**config.mk**
```make
export PLATFORM = sky130hd
export DESIGN_NAME = branch_core
export DESIGN_NICKNAME = d
export VERILOG_FILES = /design/src/source/la_isa_pkg.sv /design/src/source/core_pkg.sv /design/src/source/branch_core.sv /design/src/source/branch_unit.sv /design/src/source/decode_unit.sv /design/src/source/execute_stage.sv /design/src/source/fetch_unit.sv /design/src/source/reg_file.sv
export SDC_FILE = /design/constraint.sdc
export NUM_CORES = 2
export LEC_CHECK = 0
export CORE_MARGIN = 5
export CORE_UTILIZATION = 50
export CTS_BUF_LIST = sky130_fd_sc_hd__clkbuf_16
export CTS_CLUSTER_DIAMETER = 200
export DETAILED_ROUTE_END_ITERATION = 10
export DONT_BUFFER_PORTS = 1
export PLACE_DENSITY = 0.76
export RECOVER_POWER = 100
export SLEW_MARGIN = 15
export SYNTH_ARGS = -nofsm -noshare
export SYNTH_HDL_FRONTEND = slang
export SYNTH_SLANG_ARGS = --single-unit
```
**constraint.sdc**
```tcl
create_clock -name clk -period 6.46 [get_ports clk]
set_clock_uncertainty 0.2 [all_clocks]
set_input_delay 1.615 -clock clk [delete_from_list [all_inputs] [get_ports clk]]
set_output_delay 1.615 -clock clk [all_outputs]
set_load 0.02 [all_outputs]
```
**src/source/la_isa_pkg.sv**
```systemverilog
`default_nettype none

package la_isa_pkg;

    // Branch class, equal to instruction bits 29:26
    typedef enum logic [3:0] {
        BR_NONE = 4'b0000,
        BR_JIRL = 4'b0011,
        BR_B    = 4'b0100,
        BR_BL   = 4'b0101,
        BR_BEQ  = 4'b0110,
        BR_BNE  = 4'b0111,
        BR_BLT  = 4'b1000,
        BR_BGE  = 4'b1001,
        BR_BLTU = 4'b1010,
        BR_BGEU = 4'b1011
    } br_type_t;

    localparam logic [5:0] OP_BR_MAJOR = 6'b010000; // Bits 31:30 mark the branch group
    localparam logic [9:0] OP_ADDI_W   = 10'b0000001010; // Bits 31:22
    localparam logic [9:0] OP_ORI      = 10'b0000001110; // Bits 31:22
    localparam logic [6:0] OP_LU12I_W  = 7'b0001010; // Bits 31:25

    // 2RI16 form used by JIRL and the conditional branches
    typedef struct packed {
        logic [5:0]  opcode;
        logic [15:0] offs16;
        logic [4:0]  rj;
        logic [4:0]  rd;
    } fmt_2ri16_t;

    // I26 form used by B and BL, offset high part sits in the low bits
    typedef struct packed {
        logic [5:0]  opcode;
        logic [15:0] offs_lo;
        logic [9:0]  offs_hi;
    } fmt_i26_t;

    typedef union packed {
        fmt_2ri16_t r16;
        fmt_i26_t   i26;
    } instr_u;

endpackage

`default_nettype wire

```
**src/source/core_pkg.sv**
```systemverilog
`default_nettype none

package core_pkg;

    import la_isa_pkg::*;

    // Writeback result select
    localparam logic [1:0] RES_ADD  = 2'd0; // rj + imm
    localparam logic [1:0] RES_OR   = 2'd1; // rj | imm
    localparam logic [1:0] RES_IMM  = 2'd2; // imm as is
    localparam logic [1:0] RES_LINK = 2'd3; // pc + 4

    typedef struct packed {
        logic        valid;
        logic [31:0] pc;
        logic [31:0] instr;
    } if_id_t;

    typedef struct packed {
        logic        valid;
        logic [31:0] pc;
        logic [31:0] instr;
        br_type_t    br_type;
        logic [31:0] imm;
        logic [31:0] rj_val;
        logic [31:0] rk_val;
        logic [4:0]  rd; // Destination index
        logic        we;
        logic [1:0]  res_sel;
    } id_ex_t;

    // Retire record
    typedef struct packed {
        logic [31:0] pc;
        logic [4:0]  rd;
        logic [31:0] wdata;
        logic        we;
        logic        br;
        logic [31:0] target;
    } commit_t;

endpackage

`default_nettype wire

```
**src/source/branch_core.sv**
```systemverilog
`timescale 1ns/1ps
`default_nettype none

module branch_core
    import core_pkg::*;
#(
    parameter int          IMEM_DEPTH = 64,
    parameter logic [31:0] RESET_PC   = 32'h0000_0000
) (
    input  wire logic                          clk,
    input  wire logic                          reset,
    input  wire logic                          run,
    input  wire logic                          imem_we,
    input  wire logic [$clog2(IMEM_DEPTH)-1:0] imem_addr,
    input  wire logic [31:0]                   imem_wdata,
    output logic                               commit_valid,
    output commit_t                            commit_info
);

    if_id_t      if_id;
    id_ex_t      id_ex;
    logic        redirect;
    logic [31:0] redirect_pc;
    logic        wb_we;
    logic [4:0]  wb_addr;
    logic [31:0] wb_data;

    fetch_unit #(
        .IMEM_DEPTH (IMEM_DEPTH),
        .RESET_PC   (RESET_PC)
    ) u_fetch_unit (
        .clk         (clk),
        .reset       (reset),
        .run         (run),
        .imem_we     (imem_we),
        .imem_addr   (imem_addr),
        .imem_wdata  (imem_wdata),
        .redirect    (redirect),
        .redirect_pc (redirect_pc),
        .if_id       (if_id)
    );

    decode_unit u_decode_unit (
        .clk      (clk),
        .reset    (reset),
        .if_id    (if_id),
        .redirect (redirect),
        .wb_we    (wb_we),
        .wb_addr  (wb_addr),
        .wb_data  (wb_data),
        .id_ex    (id_ex)
    );

    execute_stage u_execute_stage (
        .clk          (clk),
        .reset        (reset),
        .id_ex        (id_ex),
        .redirect     (redirect),
        .redirect_pc  (redirect_pc),
        .wb_we        (wb_we),
        .wb_addr      (wb_addr),
        .wb_data      (wb_data),
        .commit_valid (commit_valid),
        .commit_info  (commit_info)
    );

endmodule

`default_nettype wire

```
**src/source/branch_unit.sv**
```systemverilog
`timescale 1ns/1ps
`default_nettype none

module branch_unit
    import la_isa_pkg::*;
(
    input  wire br_type_t    br_type,
    input  wire logic [31:0] pc_orig, // pc of the branch itself
    input  wire logic [31:0] imm,
    input  wire logic [31:0] rj_val,
    input  wire logic [31:0] rk_val,
    output logic             br,
    output logic [31:0]      pc_br
);

    logic [31:0] pc_rel;
    logic        cond;

    assign pc_rel = pc_orig + imm;

    always_comb begin
        cond = 1'b0;
        unique case (br_type)
            BR_BEQ:  cond = (rj_val == rk_val);
            BR_BNE:  cond = (rj_val != rk_val);
            BR_BLT:  cond = ($signed(rj_val) < $signed(rk_val));
            BR_BGE:  cond = ($signed(rj_val) >= $signed(rk_val));
            BR_BLTU: cond = (rj_val < rk_val);
            BR_BGEU: cond = (rj_val >= rk_val);
            default: cond = 1'b0;
        endcase
    end

    always_comb begin
        br    = 1'b0;
        pc_br = 32'd0; // Zero unless taken
        case (br_type)
            BR_JIRL: begin
                br    = 1'b1;
                pc_br = rj_val + imm; // Register indirect
            end
            BR_B, BR_BL: begin
                br    = 1'b1;
                pc_br = pc_rel;
            end
            BR_BEQ, BR_BNE, BR_BLT, BR_BGE, BR_BLTU, BR_BGEU: begin
                if (cond) begin
                    br    = 1'b1;
                    pc_br = pc_rel;
                end
            end
            default: begin
                br = 1'b0;
            end
        endcase
    end

endmodule

`default_nettype wire

```
**src/source/decode_unit.sv**
```systemverilog
`timescale 1ns/1ps
`default_nettype none

module decode_unit
    import la_isa_pkg::*;
    import core_pkg::*;
(
    input  wire logic        clk,
    input  wire logic        reset,
    input  wire if_id_t      if_id,
    input  wire logic        redirect,
    input  wire logic        wb_we,
    input  wire logic [4:0]  wb_addr,
    input  wire logic [31:0] wb_data,
    output id_ex_t           id_ex
);

    instr_u      iw;
    logic [31:0] raw;
    logic        is_br;
    logic [31:0] rd1;
    logic [31:0] rd2;
    id_ex_t      id_ex_d;

    assign iw  = if_id.instr;
    assign raw = if_id.instr;

    // Branch group with codes 3 to 11 only
    assign is_br = (iw.r16.opcode[5:4] == OP_BR_MAJOR[5:4])
                && (iw.r16.opcode[3:0] inside {[4'd3:4'd11]});

    reg_file u_reg_file (
        .clk   (clk),
        .reset (reset),
        .ra1   (iw.r16.rj),
        .ra2   (iw.r16.rd), // Conditional branches compare rj with rd
        .we    (wb_we),
        .wa    (wb_addr),
        .wd    (wb_data),
        .rd1   (rd1),
        .rd2   (rd2)
    );

    always_comb begin
        id_ex_d         = '0;
        id_ex_d.valid   = if_id.valid;
        id_ex_d.pc      = if_id.pc;
        id_ex_d.instr   = if_id.instr;
        id_ex_d.br_type = BR_NONE;
        id_ex_d.rj_val  = rd1;
        id_ex_d.rk_val  = rd2;
        id_ex_d.rd      = iw.r16.rd;
        id_ex_d.res_sel = RES_ADD;

        if (is_br) begin
            id_ex_d.br_type = br_type_t'(iw.r16.opcode[3:0]);
            if (id_ex_d.br_type inside {BR_B, BR_BL}) begin
                id_ex_d.imm = {{4{iw.i26.offs_hi[9]}}, iw.i26.offs_hi, iw.i26.offs_lo, 2'b00};
            end else begin
                id_ex_d.imm = {{14{iw.r16.offs16[15]}}, iw.r16.offs16, 2'b00};
            end
            if (id_ex_d.br_type == BR_JIRL) begin
                id_ex_d.we      = 1'b1;
                id_ex_d.res_sel = RES_LINK;
            end else if (id_ex_d.br_type == BR_BL) begin
                id_ex_d.we      = 1'b1;
                id_ex_d.res_sel = RES_LINK;
                id_ex_d.rd      = 5'd1; // Link register
            end
        end else if (raw[31:22] == OP_ADDI_W) begin
            id_ex_d.imm = {{20{raw[21]}}, raw[21:10]};
            id_ex_d.we  = 1'b1;
        end else if (raw[31:22] == OP_ORI) begin
            id_ex_d.imm     = {20'd0, raw[21:10]}; // Zero extended
            id_ex_d.we      = 1'b1;
            id_ex_d.res_sel = RES_OR;
        end else if (raw[31:25] == OP_LU12I_W) begin
            id_ex_d.imm     = {raw[24:5], 12'd0};
            id_ex_d.we      = 1'b1;
            id_ex_d.res_sel = RES_IMM;
        end
    end

    always_ff @(posedge clk) begin
        id_ex <= id_ex_d;
        if (reset || redirect) begin
            id_ex.valid <= 1'b0; // Bubble behind a taken branch
        end
    end

endmodule

`default_nettype wire

```
**src/source/execute_stage.sv**
```systemverilog
`timescale 1ns/1ps
`default_nettype none

module execute_stage
    import core_pkg::*;
(
    input  wire logic   clk,
    input  wire logic   reset,
    input  wire id_ex_t id_ex,
    output logic        redirect,
    output logic [31:0] redirect_pc,
    output logic        wb_we,
    output logic [4:0]  wb_addr,
    output logic [31:0] wb_data,
    output logic        commit_valid,
    output commit_t     commit_info
);

    logic        br;
    logic [31:0] pc_br;
    logic [31:0] result;

    branch_unit u_branch_unit (
        .br_type (id_ex.br_type),
        .pc_orig (id_ex.pc),
        .imm     (id_ex.imm),
        .rj_val  (id_ex.rj_val),
        .rk_val  (id_ex.rk_val),
        .br      (br),
        .pc_br   (pc_br)
    );

    always_comb begin
        unique case (id_ex.res_sel)
            RES_ADD:  result = id_ex.rj_val + id_ex.imm; // ADDI.W
            RES_OR:   result = id_ex.rj_val | id_ex.imm; // ORI
            RES_IMM:  result = id_ex.imm; // LU12I.W
            default:  result = id_ex.pc + 32'd4; // Link for JIRL and BL
        endcase
    end

    assign wb_we       = id_ex.valid && id_ex.we;
    assign wb_addr     = id_ex.rd;
    assign wb_data     = result;
    assign redirect    = id_ex.valid && br;
    assign redirect_pc = pc_br;

    always_ff @(posedge clk) begin
        if (reset) begin
            commit_valid <= 1'b0;
        end else begin
            commit_valid <= id_ex.valid; // One strobe per retired word
        end
        commit_info.pc     <= id_ex.pc;
        commit_info.rd     <= id_ex.rd;
        commit_info.wdata  <= result;
        commit_info.we     <= id_ex.we;
        commit_info.br     <= br;
        commit_info.target <= pc_br;
    end

    // A taken branch leaves exactly two bubbles behind it
    a_redirect_bubbles: assert property (@(posedge clk) disable iff (reset)
        redirect |-> id_ex.valid ##1 !id_ex.valid ##1 !id_ex.valid);

endmodule

`default_nettype wire

```
**src/source/fetch_unit.sv**
```systemverilog
`timescale 1ns/1ps
`default_nettype none

module fetch_unit
    import core_pkg::*;
#(
    parameter int          IMEM_DEPTH = 64,
    parameter logic [31:0] RESET_PC   = 32'h0000_0000
) (
    input  wire logic                          clk,
    input  wire logic                          reset,
    input  wire logic                          run,
    input  wire logic                          imem_we,
    input  wire logic [$clog2(IMEM_DEPTH)-1:0] imem_addr,
    input  wire logic [31:0]                   imem_wdata,
    input  wire logic                          redirect,
    input  wire logic [31:0]                   redirect_pc,
    output if_id_t                             if_id
);

    localparam int AW = $clog2(IMEM_DEPTH);

    logic [31:0] imem [IMEM_DEPTH];
    logic [31:0] pc;

    always_ff @(posedge clk) begin
        if (imem_we) begin
            imem[imem_addr] <= imem_wdata; // Loader port, run low only
        end
    end

    always_ff @(posedge clk) begin
        if (reset) begin
            pc <= RESET_PC;
        end else if (redirect) begin
            pc <= redirect_pc; // Taken branch from execute
        end else if (run) begin
            pc <= pc + 32'd4; // Predict not taken
        end
    end

    always_ff @(posedge clk) begin
        if (reset || redirect) begin
            if_id.valid <= 1'b0; // Squash wrong-path word
        end else begin
            if_id.valid <= run;
        end
        if_id.pc    <= pc;
        if_id.instr <= imem[pc[AW+1:2]]; // Word address
    end

    // Loader and fetch never share the memory
    a_no_load_while_run: assert property (@(posedge clk) disable iff (reset) run |-> !imem_we);

endmodule

`default_nettype wire

```
**src/source/reg_file.sv**
```systemverilog
`timescale 1ns/1ps
`default_nettype none

module reg_file (
    input  wire logic        clk,
    input  wire logic        reset,
    input  wire logic [4:0]  ra1,
    input  wire logic [4:0]  ra2,
    input  wire logic        we,
    input  wire logic [4:0]  wa,
    input  wire logic [31:0] wd,
    output logic      [31:0] rd1,
    output logic      [31:0] rd2
);

    logic [31:0] regs [32];

    // One read port, with bypass of the write in flight
    function automatic logic [31:0] read_port(input logic [4:0] ra);
        if (ra == 5'd0) begin
            return 32'd0;
        end else if (we && (wa == ra)) begin
            return wd; // Execute writes this cycle
        end
        return regs[ra];
    endfunction

    always_ff @(posedge clk) begin
        if (reset) begin
            for (int i = 0; i < 32; i++) begin
                regs[i] <= 32'd0;
            end
        end else if (we && (wa != 5'd0)) begin
            regs[wa] <= wd; // r0 never written
        end
    end

    assign rd1 = read_port(ra1);
    assign rd2 = read_port(ra2);

endmodule

`default_nettype wire

```
# After elaboration in Yosys (flattened, before gate mapping)

Memory sizes are Yosys's and may differ from the RTL's. A register that Yosys moved wholly into a read port is not among the register bits.
Cells that the tools add are included.

Equal/unequal tests: 22
Bitwise gates (word level): 1
Reduce and logical (&&, ||, !) cells: 18
Mux-type cells: 42
Magnitude comparators: 6
Add/subtract/negate cells: 4

Operators with widths:

| cell                                                             | count |
|---|---|
| 32-bit two-way mux                                               | 15 |
| 32-bit case mux with 3 select lines                              | 2 |
| 32-bit by 3-bit adder with 32-bit output, second input constant  | 2 |
| 32-bit adder                                                     | 2 |
| 32-bit >= comparator                                             | 2 |
| 32-bit < comparator                                              | 2 |
| 32-bit == test                                                   | 1 |
| 32-bit inequality test                                           | 1 |
| 32-bit bitwise OR                                                | 1 |
| 32-bit OR reduction                                              | 1 |
| 4-bit by 3-bit == test with 1-bit output, second input constant  | 6 |
| 10-bit by 4-bit == test with 1-bit output, second input constant | 2 |
| 4-bit == test, second input constant                             | 4 |
| 5-bit two-way mux                                                | 3 |
| 1-bit two-way mux                                                | 14 |
| 3-bit two-way mux                                                | 4 |
| 5-bit == test                                                    | 2 |
| 5-bit logical NOT                                                | 2 |
| 4-bit by 2-bit == test with 1-bit output, second input constant  | 2 |
| 8-bit two-way mux                                                | 1 |
| 7-bit by 4-bit == test with 1-bit output, second input constant  | 1 |
| 1-bit logical AND                                                | 7 |
| 1-bit case mux with 6 select lines                               | 1 |
| 6-bit OR reduction                                               | 1 |
| 12 further kinds                                                 | 14 |

Memories kept: 2
Word-level logic and storage cells: 114
Output and inout port bits: 104
Input bits: 42
Memory bits (writable): 3072
Flip-flop bits (word level): 310

Memory list:

| name                          | words | bits a word | rd ports | clocked after Yosys merged registers in | write ports | line             | RTL |
|---|---|---|---|---|---|---|---|
| u_fetch_unit.imem             | 64    | 32          | 1        | 1                                       | 1           | fetch_unit.sv:23 | `logic [31:0] imem [IMEM_DEPTH];` |
| u_decode_unit.u_reg_file.regs | 32    | 32          | 2        | 0                                       | 32          | reg_file.sv:16   | `logic [31:0] regs [32];` |

# Logic depth before layout (Yosys ltp)

Depth after elaboration: 7
Mapped depth: 14
Mapped depth without buffers: 12

# Modules after synthesis

A second synthesis with hierarchy kept.

Cells, all modules: 8969
Area, all modules: 151372.7 µm²

By module, submodules not included:

| module        | area each (µm²) | cells an instance | sequential area each (µm²) | instances |
|---|---|---|---|---|
| fetch_unit    | 81844.7         | 3740              | 63440.8                    | 1 |
| reg_file      | 55246.7         | 3745              | 30749.5                    | 1 |
| execute_stage | 5938.2          | 639               | 2082.0                     | 1 |
| decode_unit   | 4184.0          | 277               | 3463.3                     | 1 |
| branch_unit   | 4159.0          | 568               | 0.0                        | 1 |

# Worst setup path after synthesis

OpenSTA, ideal clock, no wires.

Path type: input -> register
From: in reset
To: mem u_decode_unit.u_reg_file.regs[16][0] (enable)
Required time: 5.866 ns
Path buffers: 1
Data arrival time: 3.742 ns
Library setup time: 0.394 ns
Stages: 6
Path slack: 2.124 ns
Cells stage by stage: buf_6 > nor2b_1 > nand2_1 > nor4_1 > nand2_1 > nand2b_1

RTL lines:

| what            | line              | RTL |
|---|---|---|
| start, declared | branch_core.sv:11 | `input wire logic reset,` |
| end, declared   | reg_file.sv:16    |  |

==> metrics.md <==
| Metric | Value |
|---|---|
| TritonCTS clock tree | done |
| Failing checks | capacitance limit, slew limit |
| Worst Path Arrival | 6.10 ns |
| Leakage | 52.3 nW |
| Worst Setup End Kind | register |
| # port buffers | 0 |
| Worst vdd ir | 0.000371 V |
| Worst Path Max Fanout | 86 |
| Net Sw Power | 16.9 mW |
| Max-cap violation count | 141 |
| Vias | 80100 |
| # H-tree levels | 5 |
| Critical Path RT | 6.81 ns |
| Worst slew pin tran | 3.50 ns |
| Synth cell types | 83 |
| Placeable Area | 288000 um^2 |
| # IOs | 146 |
| Async set-or-reset flop fraction in the synthesized netlist | 0% |
| Slowest-stage cell, CP | nand2b_1 |
| Clk_lat worst skew | 0.91 ns |
| Global route overflow | 0 |
| Number of max-slew violations in the final report | 3483 |
| P&R area growth vs syn | 10.5% |
| P_int | 39.6 mW |
| CTS max path bufs | 4 |
| Setup_tns | 0 ns |
| First drt pass iteration count | 6 |
| Crit path kind | in2reg |
| Largest net degree at the start of global routing | 134 |
| Final min period | 5.75 ns |
| Ys flop type | edfxtp_1 |
| Routed wire per std cell | 34.8 um |
| Power per cell area | 353 nW/um^2 |
| Most frequent CP cell | nand2_1 |
| Number of global-route vias before repair | 80500 |
| Routability cong. | 0.972 |
| # clock sinks | 3414 |
| CP Cell Sequence | nor2b_1, nand2_1, nor3b_1, clkbuf_1, nand2_1, clkbuf_2, nand2b_1, buf_12 |
| Reg clk slew, reported paths | 0.06 ns |
| Avg Cell Area, Syn | 18.4 um^2 |
| Synthesized area | 145000 um^2 |
| Sw Ratio | 29.9% |
| Worst hold slack | 0.121 ns |
| Nets | 8056 |
| Status | finished, violations left |
| Detailed Route Iter0 Violations | 12100 |
| Final setup vio count | 0 |
| Final Hold Viols | 0 |
| #FFs+latches synth | 3414 |
| Initial antenna violation count | 22 |
| Die footprint | 300000 um^2 |
| Synthesized instance count | 7880 |
| Sequential share of the synthesized area | 68.4% |
| Rel. slew slack | -134% |
| Yosys Warn Count | 0 |
| Power Total | 56.5 mW |
| First-pass GRT wire length | 592000 um |
| Cts repair resizes | 0 |
| Die W | 548 um |
| Post-CTS setup buffer count | 0 |
| GRT Total Usage | 27.3% |
| Chip height | 548 um |
| DR DRC count | 0 |
| CTS buffer count | 338 |
| Fmax | 174 MHz |
| Clock Power Share | 34.2% |
| Routed Antenna Nets | 0 |
| Biggest cell delay along the critical path | 1.16 ns |
| RSZ-0062 raised after global routing | no |
| Layout cells sized above 1 | 24.3% |
| Drt total wl | 416000 um |
| Fillers | 21100 |
| Number of synthesized flops with an enable pin | 3072 |
| Initial Utilization | 50.3% |
| Hold buffer count at CTS | 0 |
| Power share of the combinational group | 20.2% |
| Final period util | 89.0% |
| CP Launch Type | input port |
| DPL Wire Length | 244000 um |
| Clock root cell | clkbuf_16 |
| Via density | 6.71 |
| Power share of the sequential group | 45.6% |
| Hold Crit Class | reg2reg |
| Num rows | 197 |
[flip-flops by register name, summed over array words and instances (netlist names)]
register,flops
u_execute_stage.commit_info,103
u_fetch_unit.if_id,65
u_decode_unit.id_ex,141
u_execute_stage.commit_valid,1
u_decode_unit.u_reg_file.regs,1024
u_fetch_unit.pc,32
u_fetch_unit.imem,2048
[per-layer routing]
layer / up-vias / track usage, % / wire, um
met5: - / 0 / 25
met2: 5880 / 43.8 / 200000
met4: 4 / 12.4 / 22600
li1: 31500 / - / -
met3: 951 / 6.79 / 48900
met1: 41700 / 35.7 / 144000
[power groups by stage]
stage                     clock (mW)  sequential (mW)  combinational, mW
after floorplan                    0             25.7               7.02
after global placement             0             26.2               11.1
after detailed placement           0             26.2               11.2
after CTS                       19.5             25.8               11.3
after global routing            20.5             25.8               11.8
final                           19.3             25.8               11.4
[final timing paths]
kind	from	end	slack, ns	cells after the start
hold reg to reg	u_fetch_unit.if_id[40]	u_decode_unit.id_ex[148]	0.12	0
hold / removal	u_fetch_unit.if_id[40]	u_decode_unit.id_ex[148]	0.12	0
setup / recovery	reset	u_decode_unit.u_reg_file.regs[13][3]	0.71	8
setup reg to reg	u_decode_unit.id_ex[72]	u_decode_unit.u_reg_file.regs[29][18]	0.90	13
[placed cells by master, fill, tap and decap left out, types with 10 or more instances in the layout]
cell        instances
clkbuf_1           98
nand4_1            24
bufinv_16          30
and3_1             12
inv_6              12
nor2_1           1125
nand2b_1           58
xor2_1             39
clkinvlp_4         10
a211oi_1          102
edfxtp_1         3072
a21o_1             29
inv_1             225
a21oi_1            77
nor2_4             13
clkinv_2           60
mux4_2           1294
o21bai_1           25
nor3_1             17
ha_1              128
nor2b_1            55
xnor2_1            83
dfxtp_1           329
o21ba_2            12
buf_12             24
a22o_1             22
a21oi_4            12
clkbuf_16         344
mux2i_1            66
a221o_1            15
clkbuf_2           11
buf_4              75
a22oi_1            11
clkinv_1           67
nand2_1           176
o21ai_0            72
nand3b_1           10
conb_1             32
nand3_1            74
[critical path: cells and delay by family]
kind | cells | cell delay [ns]
and+or+nand+nor | 5 | 2.93
buffers and inverters | 3 | 1.34
[metrics by stage]
stage / util [%] / instance area, um^2 / worst slack (ns) / std cells
finish: 55.5 / 160000 / 0.713 / 11900
global route: 55.5 / 160000 / 0.717 / 11900
CTS: 55.9 / 161000 / 1.56 / 11900
detailed placement: 52.2 / 150000 / 1.54 / 11300
global placement: 52.2 / 150000 / 1.57 / 11300
floorplan: - / 145000 / 2.12 / 7911
[Yosys cell counts, drive strengths merged, types with 8 or more instances]
cell type / count / area (um^2)
nor2: 1140 / 4280
o22ai: 8 / 50.1
mux2i: 66 / 661
a22o: 30 / 273
nand2: 177 / 664
o21ai: 78 / 405
edfxtp: 3072 / 92200
mux2: 9 / 101
buf: 125 / 538
nor2b: 56 / 350
o21ba: 18 / 180
a22oi: 11 / 82.6
dfxtp: 342 / 6850
a21o: 29 / 218
a31oi: 10 / 62.6
ha: 128 / 1600
nand4: 24 / 150
inv: 155 / 582
a221o: 15 / 150
and2: 16 / 100
xor2: 39 / 342
a221oi: 9 / 91.3
o21bai: 25 / 188
xnor2: 83 / 727
and3: 12 / 75.1
mux4: 1294 / 29100
nor3: 21 / 126
nand2b: 63 / 394
a32oi: 8 / 70.1
nor3b: 8 / 60.1
clkbuf: 450 / 1690
a21oi: 90 / 454
nand3b: 10 / 75.1
a211oi: 104 / 781
nand3: 74 / 370
[cell type report]
type,count,area [um^2],share of cell area (%)
tap,3781,4730,2.96
inverter,156,591,0.369
multi-input combinational,3766,43400,27.1
clock inverter,264,2060,1.29
sequential,3414,99100,62.0
clock buffer,344,8610,5.38
timing repair buffer,208,1470,0.916
antenna,9,22.5,0.0141
[kinds of logic (layout without fill, tap and decap cells)]
kind of cell / after synthesis / count (layout) / share of synthesized area [%]
flip-flops: 3414 / 3414 / 68.4
AND/OR/NAND/NOR: 1634 / 1634 / 4.77
multiplexers: 1369 / 1369 / 20.7
buffers and inverters: 731 / 972 / 1.94
AO/OA/AOI/OAI: 479 / 479 / 2.33
adder cells (fa/ha/maj): 130 / 130 / 1.13
XOR/XNOR: 122 / 122 / 0.738
other: 1 / 41 / 0.00259
Note: power is estimated with default switching activity, not from simulation.
